[src/hdl/fetch_pkg.sv]
//////////////////////////////////////////////////
// shared front end types.
// pc, instruction word and parcel widths,
// pc generator state machine encoding.
//////////////////////////////////////////////////

package fetch_pkg;

	// fetch or instruction address.
	typedef logic [63:0] pc_t;

	// instruction word as fetched.
	// upper half is zero for compressed ones.
	typedef logic [31:0] instr_t;

	// one 16-bit parcel.
	typedef logic [15:0] half_t;

	// pc generator states.
	typedef enum logic {
		// issue held pc, nothing in flight.
		pc_start,
		// next pc follows from returning response.
		pc_stream
	} pc_state_t;

	// instruction lengths in bytes.
	localparam pc_t RVC_LEN = 64'd2;
	localparam pc_t STD_LEN = 64'd4;

endpackage

[src/hdl/pc_gen.sv]
//////////////////////////////////////////////////
// program counter generator.
// one halfword aligned fetch address per cycle,
// reset, redirect and stall handling.
//////////////////////////////////////////////////

`timescale 1ns/1ps

module pc_gen import fetch_pkg::*; #(
	parameter pc_t RESET_PC = 64'h0000_0000_8000_0000
) (
	input  logic clk,
	input  logic rst,
	input  logic stall,
	input  logic redirect,
	input  pc_t  redirect_pc,
	input  logic rsp_valid,
	input  logic rsp_rvc,
	output logic imem_req,
	output pc_t  imem_addr,
	output logic rsp_expect
);

	pc_state_t state_q;
	// address of the last issued request, or the one to issue in pc_start.
	pc_t pc_q;
	pc_t step;
	logic advance;

	// length of the instruction now returning.
	assign step = rsp_rvc ? RVC_LEN : STD_LEN;

	// step only once the previous response is seen.
	assign advance = (state_q == pc_stream) & rsp_valid;

	// same cycle the data returns, next address is known.
	assign imem_addr = advance ? pc_q + step : pc_q;

	// no new request while the queue is full.
	assign imem_req = ~stall;

	// a request went out last cycle and was not cancelled.
	assign rsp_expect = (state_q == pc_stream);

	always_ff @(posedge clk) begin
		if (rst) begin
			state_q <= pc_start;
			pc_q <= RESET_PC;
		end else if (redirect) begin
			// restart at the new target.
			state_q <= pc_start;
			pc_q <= redirect_pc;
		end else if (stall) begin
			// response arriving now is dropped by fetch,
			// so pc_q keeps its address for a refetch.
			state_q <= pc_start;
		end else begin
			state_q <= pc_stream;
			pc_q <= imem_addr;
		end
	end

endmodule

[src/hdl/instr_align.sv]
//////////////////////////////////////////////////
// memory response checker.
// drops stale responses, tags compressed
// parcels and clears their upper half.
//////////////////////////////////////////////////

`timescale 1ns/1ps

module instr_align import fetch_pkg::*; (
	input  logic   clk,
	input  logic   rst,
	input  logic   redirect,
	input  logic   rsp_expect,
	input  instr_t imem_rdata,
	input  pc_t    req_pc,
	output logic   rsp_valid,
	output instr_t rsp_instr,
	output pc_t    rsp_pc,
	output logic   rsp_rvc
);

	// pc of the request issued last cycle.
	pc_t req_pc_q;
	// no redirect between request and response.
	logic live_q;
	// low parcel of the returned word.
	half_t lo_half;

	// memory answers one cycle later, so the
	// address is simply delayed by one.
	always_ff @(posedge clk) begin
		req_pc_q <= req_pc;
	end

	// a redirect at the request edge makes the
	// response belong to the old stream.
	always_ff @(posedge clk) begin
		if (rst) begin
			live_q <= 1'b0;
		end else begin
			live_q <= ~redirect;
		end
	end

	assign lo_half = imem_rdata[15:0];

	// rvc unless both low bits are set.
	assign rsp_rvc = (lo_half[1:0] != 2'b11);

	// upper parcel belongs to the next instruction.
	assign rsp_instr = rsp_rvc ? {16'h0000, lo_half} : imem_rdata;

	assign rsp_pc = req_pc_q;

	// expected and not stale.
	assign rsp_valid = rsp_expect & live_q;

endmodule

[src/hdl/instr_fetch.sv]
//////////////////////////////////////////////////
// fetch register stage.
// holds instruction, pc and rvc flag toward
// the queue, with flush and back-pressure.
//////////////////////////////////////////////////

`timescale 1ns/1ps

module instr_fetch import fetch_pkg::*; (
	input  logic   clk,
	input  logic   rst,
	input  logic   flush,
	input  logic   full,
	input  logic   rsp_valid,
	input  instr_t rsp_instr,
	input  pc_t    rsp_pc,
	input  logic   rsp_rvc,
	output logic   push,
	output instr_t entry_instr,
	output pc_t    entry_pc,
	output logic   entry_rvc
);

	logic valid_q;
	instr_t instr_q;
	pc_t pc_q;
	logic rvc_q;

	// valid reloads on every non-full cycle.
	// a held entry therefore goes out once.
	always_ff @(posedge clk) begin
		if (rst || flush) begin
			valid_q <= 1'b0;
		end else if (!full) begin
			valid_q <= rsp_valid;
		end
	end

	// payload follows the same load rule.
	always_ff @(posedge clk) begin
		if (flush) begin
			instr_q <= '0;
			pc_q <= '0;
			rvc_q <= 1'b0;
		end else if (!full) begin
			instr_q <= rsp_instr;
			pc_q <= rsp_pc;
			rvc_q <= rsp_rvc;
		end
	end

	// only offered when the queue has room.
	assign push = valid_q & ~full;

	assign entry_instr = instr_q;
	assign entry_pc = pc_q;
	assign entry_rvc = rvc_q;

endmodule

[src/hdl/instr_fifo.sv]
//////////////////////////////////////////////////
// instruction queue between fetch and decode.
// circular buffer, flushable, valid/ready out.
//////////////////////////////////////////////////

`timescale 1ns/1ps

module instr_fifo import fetch_pkg::*; #(
	parameter int FIFO_DEPTH = 4
) (
	input  logic   clk,
	input  logic   rst,
	input  logic   flush,
	input  logic   push,
	input  instr_t entry_instr,
	input  pc_t    entry_pc,
	input  logic   entry_rvc,
	input  logic   dec_ready,
	output logic   full,
	output logic   dec_valid,
	output instr_t dec_instr,
	output pc_t    dec_pc,
	output logic   dec_rvc
);

	localparam int PTR_W = $clog2(FIFO_DEPTH);

	typedef logic [PTR_W-1:0] ptr_t;
	// one extra bit to tell full from empty.
	typedef logic [PTR_W:0] cnt_t;

	instr_t instr_mem [FIFO_DEPTH];
	pc_t pc_mem [FIFO_DEPTH];
	logic rvc_mem [FIFO_DEPTH];

	ptr_t wr_ptr;
	ptr_t rd_ptr;
	cnt_t count;
	logic wr_en;
	logic rd_en;

	assign full = (count == cnt_t'(FIFO_DEPTH));
	assign dec_valid = (count != '0);

	// a write needs a free slot.
	assign wr_en = push & ~full;
	assign rd_en = dec_valid & dec_ready;

	// pointers wrap on their own, depth is a power of two.
	always_ff @(posedge clk) begin
		if (rst || flush) begin
			wr_ptr <= '0;
			rd_ptr <= '0;
			count <= '0;
		end else begin
			if (wr_en) begin
				wr_ptr <= wr_ptr + 1'b1;
			end
			if (rd_en) begin
				rd_ptr <= rd_ptr + 1'b1;
			end
			// push and pop together leave count alone.
			case ({wr_en, rd_en})
				2'b10: count <= count + 1'b1;
				2'b01: count <= count - 1'b1;
				default: count <= count;
			endcase
		end
	end

	// storage.
	always_ff @(posedge clk) begin
		if (wr_en) begin
			instr_mem[wr_ptr] <= entry_instr;
			pc_mem[wr_ptr] <= entry_pc;
			rvc_mem[wr_ptr] <= entry_rvc;
		end
	end

	// head of queue.
	assign dec_instr = instr_mem[rd_ptr];
	assign dec_pc = pc_mem[rd_ptr];
	assign dec_rvc = rvc_mem[rd_ptr];

endmodule

[src/hdl/frontend_top.sv]
//////////////////////////////////////////////////
// instruction front end top level.
// pc generator, aligner, fetch stage and queue
// between the memory and decode ports.
//////////////////////////////////////////////////

`timescale 1ns/1ps

module frontend_top import fetch_pkg::*; #(
	parameter pc_t RESET_PC = 64'h0000_0000_8000_0000,
	parameter int FIFO_DEPTH = 4
) (
	input  logic   clk,
	input  logic   rst,
	input  logic   redirect,
	input  pc_t    redirect_pc,
	input  instr_t imem_rdata,
	input  logic   dec_ready,
	output logic   imem_req,
	output pc_t    imem_addr,
	output logic   dec_valid,
	output instr_t dec_instr,
	output pc_t    dec_pc,
	output logic   dec_rvc
);

	// generator to aligner.
	logic rsp_expect;

	// aligner to fetch stage and generator.
	logic rsp_valid;
	instr_t rsp_instr;
	pc_t rsp_pc;
	logic rsp_rvc;

	// fetch stage to queue.
	logic push;
	instr_t entry_instr;
	pc_t entry_pc;
	logic entry_rvc;

	// queue full doubles as the fetch stall.
	logic full;

	pc_gen #(
		.RESET_PC(RESET_PC)
	) u_pc_gen (
		.clk(clk),
		.rst(rst),
		.stall(full),
		.redirect(redirect),
		.redirect_pc(redirect_pc),
		.rsp_valid(rsp_valid),
		.rsp_rvc(rsp_rvc),
		.imem_req(imem_req),
		.imem_addr(imem_addr),
		.rsp_expect(rsp_expect)
	);

	// request address doubles as the response pc.
	instr_align u_instr_align (
		.clk(clk),
		.rst(rst),
		.redirect(redirect),
		.rsp_expect(rsp_expect),
		.imem_rdata(imem_rdata),
		.req_pc(imem_addr),
		.rsp_valid(rsp_valid),
		.rsp_instr(rsp_instr),
		.rsp_pc(rsp_pc),
		.rsp_rvc(rsp_rvc)
	);

	instr_fetch u_instr_fetch (
		.clk(clk),
		.rst(rst),
		.flush(redirect),
		.full(full),
		.rsp_valid(rsp_valid),
		.rsp_instr(rsp_instr),
		.rsp_pc(rsp_pc),
		.rsp_rvc(rsp_rvc),
		.push(push),
		.entry_instr(entry_instr),
		.entry_pc(entry_pc),
		.entry_rvc(entry_rvc)
	);

	instr_fifo #(
		.FIFO_DEPTH(FIFO_DEPTH)
	) u_instr_fifo (
		.clk(clk),
		.rst(rst),
		.flush(redirect),
		.push(push),
		.entry_instr(entry_instr),
		.entry_pc(entry_pc),
		.entry_rvc(entry_rvc),
		.dec_ready(dec_ready),
		.full(full),
		.dec_valid(dec_valid),
		.dec_instr(dec_instr),
		.dec_pc(dec_pc),
		.dec_rvc(dec_rvc)
	);

endmodule

[config.mk]
export PLATFORM = sky130hd
export DESIGN_NAME = frontend_top
export DESIGN_NICKNAME = d
export VERILOG_FILES = /design/src/hdl/fetch_pkg.sv /design/src/hdl/pc_gen.sv /design/src/hdl/instr_align.sv /design/src/hdl/instr_fetch.sv /design/src/hdl/instr_fifo.sv /design/src/hdl/frontend_top.sv
export SDC_FILE = /design/constraint.sdc
export NUM_CORES = 1
export LEC_CHECK = 0
export BUFFER_PORTS_ARGS = -buffer_cell sky130_fd_sc_hd__buf_2
export CAP_MARGIN = 20
export CORE_ASPECT_RATIO = 0.7
export CORE_UTILIZATION = 30
export DETAILED_ROUTE_END_ITERATION = 7
export GPL_TIMING_DRIVEN = 1
export SLEW_MARGIN = 40
export SYNTH_ARGS = -nofsm -noshare
export SYNTH_HDL_FRONTEND = slang
export SYNTH_SLANG_ARGS = --single-unit
[constraint.sdc]
create_clock -name clk -period 4.72 [get_ports clk]
set_input_delay 0.944 -clock clk [delete_from_list [all_inputs] [get_ports clk]]
set_output_delay 0.944 -clock clk [all_outputs]
set_load 0.05 [all_outputs]
# After elaboration in Yosys (flattened, before gate mapping)
# Memory sizes are Yosys's and may differ from the RTL's. A register that Yosys moved wholly into a read port is not among the register bits.
# Cells that the tools add are included.
# W data, S select, Z words.
dict set report classes {
  add_sub_neg 5
  n_mul 0
  n_div 0
  magnitude_cmp 0
  eq_ne 5
  shift 0
  mux 15
  bitwise 7
  n_reduce_logical 4
}
# cell n
set op_table {}
lappend op_table {{$mux W64} 3}
lappend op_table {{$add A64 B64 Y64} 1}
lappend op_table {{$mux W32} 1}
lappend op_table {{$mux W2} 6}
lappend op_table {{$pmux W3 S2} 1}
lappend op_table {{$and A1 B1 Y1} 5}
lappend op_table {{$add A2 B1 Y2 const B} 2}
lappend op_table {{$ne A2 B2 Y1 const B} 2}
lappend op_table {{$add A3 B1 Y3 const B} 1}
lappend op_table {{$eq A3 B3 Y1 const B} 1}
lappend op_table {{$mux W1} 3}
lappend op_table {{$mux W3} 1}
lappend op_table {{$reduce_bool A3 Y1} 1}
lappend op_table {{$sub A3 B1 Y3 const B} 1}
lappend op_table {{$eq A2 B1 Y1 const B} 1}
lappend op_table {{$eq A2 B2 Y1 const B} 1}
lappend op_table {{$not A1 Y1} 2}
lappend op_table {{$reduce_bool A2 Y1} 1}
lappend op_table {{$reduce_or A2 Y1} 1}
lappend op_table {{$logic_or A1 B1 Y1} 1}
dict set report totals {
  regBits 235
  latchBits 0
  ramBits 388
  rom_bits 0
  in_bits 100
  output_inout_bits 163
  wordCells 50
  memories 3
}
# name words word_bits rd rd_ports_with_merged_regs wr line
set mem_list {}
lappend mem_list {u_instr_fifo.pc_mem 4 64 1 1 1 instr_fifo.sv:33} ;# pc_t pc_mem [FIFO_DEPTH];
lappend mem_list {u_instr_fifo.instr_mem 4 32 1 1 1 instr_fifo.sv:32} ;# instr_t instr_mem [FIFO_DEPTH];
lappend mem_list {u_instr_fifo.rvc_mem 4 1 1 1 1 instr_fifo.sv:34} ;# logic rvc_mem [FIFO_DEPTH];

# Longest topological paths before layout
dict set report depth {
  ltp_word 6
  depth_mapped 11
}

# Modules after synthesis
# From an unflattened synthesis, not the netlist that was laid out.
dict set report unflattened {
  cells_unflattened 1640
  hier_area_um2 24418.4
}
# mod n_inst cells_each area_per_inst_um2 seq_area_each_um2
set by_module_without_submodules {}
lappend by_module_without_submodules {instr_fifo 1 561 14468.9 11831.3}
lappend by_module_without_submodules {pc_gen 1 660 4933.5 1301.2}
lappend by_module_without_submodules {instr_fetch 1 317 3458.3 1961.9}
lappend by_module_without_submodules {instr_align 1 102 1557.7 1301.2}

# Worst setup path after synthesis
# No wires, ideal clock.
dict set report synth_timing {
  path_type {input-to-output}
  startpoint {input imem_rdata[1]}
  endpoint {output imem_addr[43]}
  arrival_ns 3.152
  required_ns 3.776
  slack_ns 0.624
  cell_stages 9
  path_buffers 1
  cell_sequence {nand2_1 -> ha_1 -> ha_1 -> a31oi_4 -> or3_1 -> buf_6 -> nor2_1 -> nand2_1 -> xnor2_1}
}
dict set report synth_between {
  elab_chain_len 4
}
# element line
set synth_rtl {}
lappend synth_rtl {{start: declaration} frontend_top.sv:17} ;# input instr_t imem_rdata,
lappend synth_rtl {{$ne A2 B2 Y1} instr_align.sv:48} ;# assign rsp_rvc = (lo_half[1:0] != 2'b11);
lappend synth_rtl {{$mux W3} pc_gen.sv:31} ;# assign step = rsp_rvc ? RVC_LEN : STD_LEN;
lappend synth_rtl {{$add A64 B64 Y64} pc_gen.sv:37} ;# assign imem_addr = advance ? pc_q + step : pc_q;
lappend synth_rtl {{$mux W64} pc_gen.sv:37}
lappend synth_rtl {{end: declaration} frontend_top.sv:20} ;# output pc_t imem_addr,
# No other way between the ends.

# Worst setup path in the final report
# Ends and elaborated chain as after synthesis.

==> flow_metrics.tcl <==
set metrics [dict create \
    status "finished clean" \
    ant_nets 0 \
    fin_skew_ns 0.02609 \
    cts_tree "yes" \
    switching_share_pct 22.49 \
    die_h_um 238.8 \
    path_class "primary input to primary output" \
    grt_busiest_layer "met2" \
    p_clk_share_pct 44.9 \
    p_per_area_nw_per_um2 412.9 \
    min_period_ns 4.465 \
    path_clk_slew_ns 0.06 \
    yosysTopAreaCell "edfxtp_1" \
    multi_input_comb_area_um2 7173 \
    yosysWarnings 0 \
    core_area_um2 78980 \
    route.detailed.drc 0 \
    grt_pass1_vias 14970 \
    startpoint_type "primary input" \
    synth.distinct_cells 64 \
    cts_buffers 67 \
    setup_slack_ns 0.2546 \
    clock-sinks 625 \
    fillers 7566 \
    io_pins 263 \
    rows 86 \
    drive_above_1_share_pct 26.75 \
    max_freq_mhz 223.9 \
    cp.depth 10 \
    slew_headroom_pct 45.29 \
    r2r_cells 6 \
    hold_class "flip-flop to flip-flop" \
    antenna_found_initial 10 \
    worst_pin_slew_ns 0.8207 \
    worstPathMaxFanout 7 \
    wl_um 69010 \
    yosysTopAreaCellShare_pct 48.46 \
    peakVddDrop_mv 0.2359 \
    dp_slack_ns 0.1716 \
    async_reset_ff_share_pct 0 \
    max_stage_delay_ns 0.58 \
    dr.pass1.iters 5 \
    rsz0062_at_grt "no" \
    finalSetupTns_ns 0 \
    crit_path_top_delay_cell "or3_1" \
    grt_use_met2_pct 25.29 \
    clk_latency_ns 0.60 \
    drv_slew 0 \
    finalSetupViolCount 0 \
    h-tree-depth 3 \
    die_w_um 340.3 \
    dominantRegCellSynth "edfxtp_1" \
    wl_per_cell_um 22.66 \
    synthesis.instances 1680 \
    critPathBufInv 2 \
    grt_pass1_wl_um 100000 \
    cts_max_path_buffers 3 \
    worstHoldStart "u_pc_gen.pc_q[0]$_SDFFE_PP0P_" \
    worstPathRequired_ns 3.78 \
    rr_startpoint "u_instr_fifo.count[0]$_SDFFE_PP0P_" \
    area_growth_pct 20.43 \
    ys_top_cells_by_area "edfxtp_1 48%, dfxtp_1 20%, mux4_2 9.1%" \
    viasPerCell 4.989 \
    min_period_over_period_pct 94.61 \
    synth_edf_count 388 \
    ys_seq_area_share_pct 68.20 \
    end_kind "primary output" \
    start_util_pct 30.44 \
    synth.avg_cell_area_um2 14.31 \
    hold_viol_final 0 \
    grt_use_met3_pct 4.421 \
    io_buffers 262 \
    min_path_cells 0 \
    clockRootBuffer "clkbuf_16" \
    syn_nets 1788 \
    grt_max_degree 78 \
    fin_nets 2041 \
    max_cap_viol_count 0 \
    switchingPower_uw 2688 \
    p_seq_share_pct 50.4 \
    dieArea_um2 81290 \
    synth_common_cells "388 x edfxtp_1, 237 x dfxtp_1, 219 x nand2_1" \
    num_vias 15190 \
    yosysMostFrequentCell "edfxtp_1" \
    dp_hpwl_um 44820 \
    p_int_uw 9266 \
    crit_start "imem_rdata[1]" \
    power_frac_comb_pct 4.6 \
    regArea_um2 16400 \
    synth_area_um2 24040 \
    grtUsageTotal_pct 16.70 \
    drtIter0Drc 1107 \
    arrival_ns 3.52 \
    overflow 0 \
    crit_chain "buf_2, nand2_1, ha_1, ha_1, a31oi_4, or3_1, nor2_1, nand2_1, xnor2_1, buf_2" \
    leakagePower_uw 0.009962 \
    cp_top_family "simple AND/OR/NAND/NOR gates" \
    use_met1_pct 23.59 \
    gp_congestion 0.8173 \
    ys_seq_elements 625 \
]
[routing by layer]
| layer | wire length, um | part of all wire (%) |
|---|---|---|
| met2 | 30770 | 45 |
| met1 | 31390 | 45 |
| met4 | 1472 | 2.1 |
| met5 | 75 | 0.11 |
| met3 | 5307 | 7.7 |
[power by group through the flow]
| stage | logic (uW) | clock network [uW] | registers (uW) |
|---|---|---|---|
| CTS | 562 | 5530 | 6020 |
| detailed placement | 558 | 0 | 6140 |
| global route | 594 | 5710 | 6040 |
| global placement | 553 | 0 | 6130 |
| finish | 555 | 5370 | 6030 |
| floorplan | 369 | 0 | 6090 |
[placed cells by master (no fill, tap or decap), types with 5 or more instances in the layout]
master,instances
or3_1,16
inv_6,5
bufinv_16,6
buf_12,12
nor3_1,24
nand4_1,29
a21oi_1,88
a211oi_1,16
nand2_1,219
o31ai_1,17
buf_4,25
ha_1,7
nor4_1,11
inv_1,20
o21a_1,5
and2_1,7
and4_1,10
clkbuf_16,72
buf_2,256
and3_1,13
nor2_1,86
a311oi_1,31
clkinv_1,6
xnor2_1,51
dfxtp_1,235
edfxtp_1,388
a22o_1,16
xor2_1,39
mux4_2,97
clkbuf_1,15
nand3_1,34
o21ai_0,19
or4_1,23
clkinv_2,8
[metrics by stage]
stage / total power [uW] / std cells / area, um^2 / hold slack [ns] / util, %
3_3_place_gp: 6684 / 2920 / 26660 / 0.4220 / 33.76
2_1_floorplan: 6457 / 1680 / 24040 / 0.3507 / -
3_5_place_dp: 6699 / 2920 / 26670 / 0.4275 / 33.77
4_1_cts: 12110 / 3041 / 28920 / 0.4393 / 36.61
5_1_grt: 12340 / 3042 / 28950 / 0.4394 / 36.65
6_report: 11950 / 3045 / 28950 / 0.4134 / 36.66
[layout make-up]
cell class              instances  area share [%]
multi-input cells             924           24.78
repair buffers                293           5.903
clock buffers                  91           6.608
diodes                          4         0.03457
flip-flops and latches        625           56.65
well taps                    1056           4.564
clock inverters                30           1.154
inverters                      22          0.3068
[cell families after synthesis]
kind of cell               after synthesis  share of synthesized area (%)
adders and majority gates                8                         0.4476
buffers and inverters                  131                          2.222
muxes                                  102                          9.306
AOI/OAI and AO/OA                      213                          5.938
and+or+nand+nor                        511                          10.61
DFF                                    625                          68.20
xor gates and xnor gates                90                          3.279
[timing repair]
action	in CTS	in global routing
buffers inserted	0	0
endpoints found under the setup margin	0	1
hold buffers	0	0
gates resized for setup	0	1
[worst paths after layout]
path | slack (ns) | endpoint
worst max-delay path | 0.25 | imem_addr[43]
worst min-delay path | 0.41 | u_instr_align.rsp_pc[0]$_DFF_P_
worst max register to register | 1.66 | u_pc_gen.pc_q[20]$_SDFFE_PP0N_
worst min register to register | 0.41 | u_instr_align.rsp_pc[0]$_DFF_P_
[state kept, by name (all words and copies together) (netlist names), named ones only]
register / count
u_instr_fifo.pc_mem: 256
u_instr_fifo.instr_mem: 128
u_instr_align.rsp_pc: 64
u_instr_fetch.entry_pc: 64
u_pc_gen.pc_q: 64
u_instr_fetch.entry_instr: 32
u_instr_fifo.rvc_mem: 4
u_instr_fifo.count: 3
u_instr_fifo.rd_ptr: 2
u_instr_fifo.wr_ptr: 2
u_instr_align.live_q: 1
u_instr_fetch.entry_rvc: 1
u_instr_fetch.valid_q: 1
u_pc_gen.rsp_expect: 1
Power figures use the tool's default switching activity.
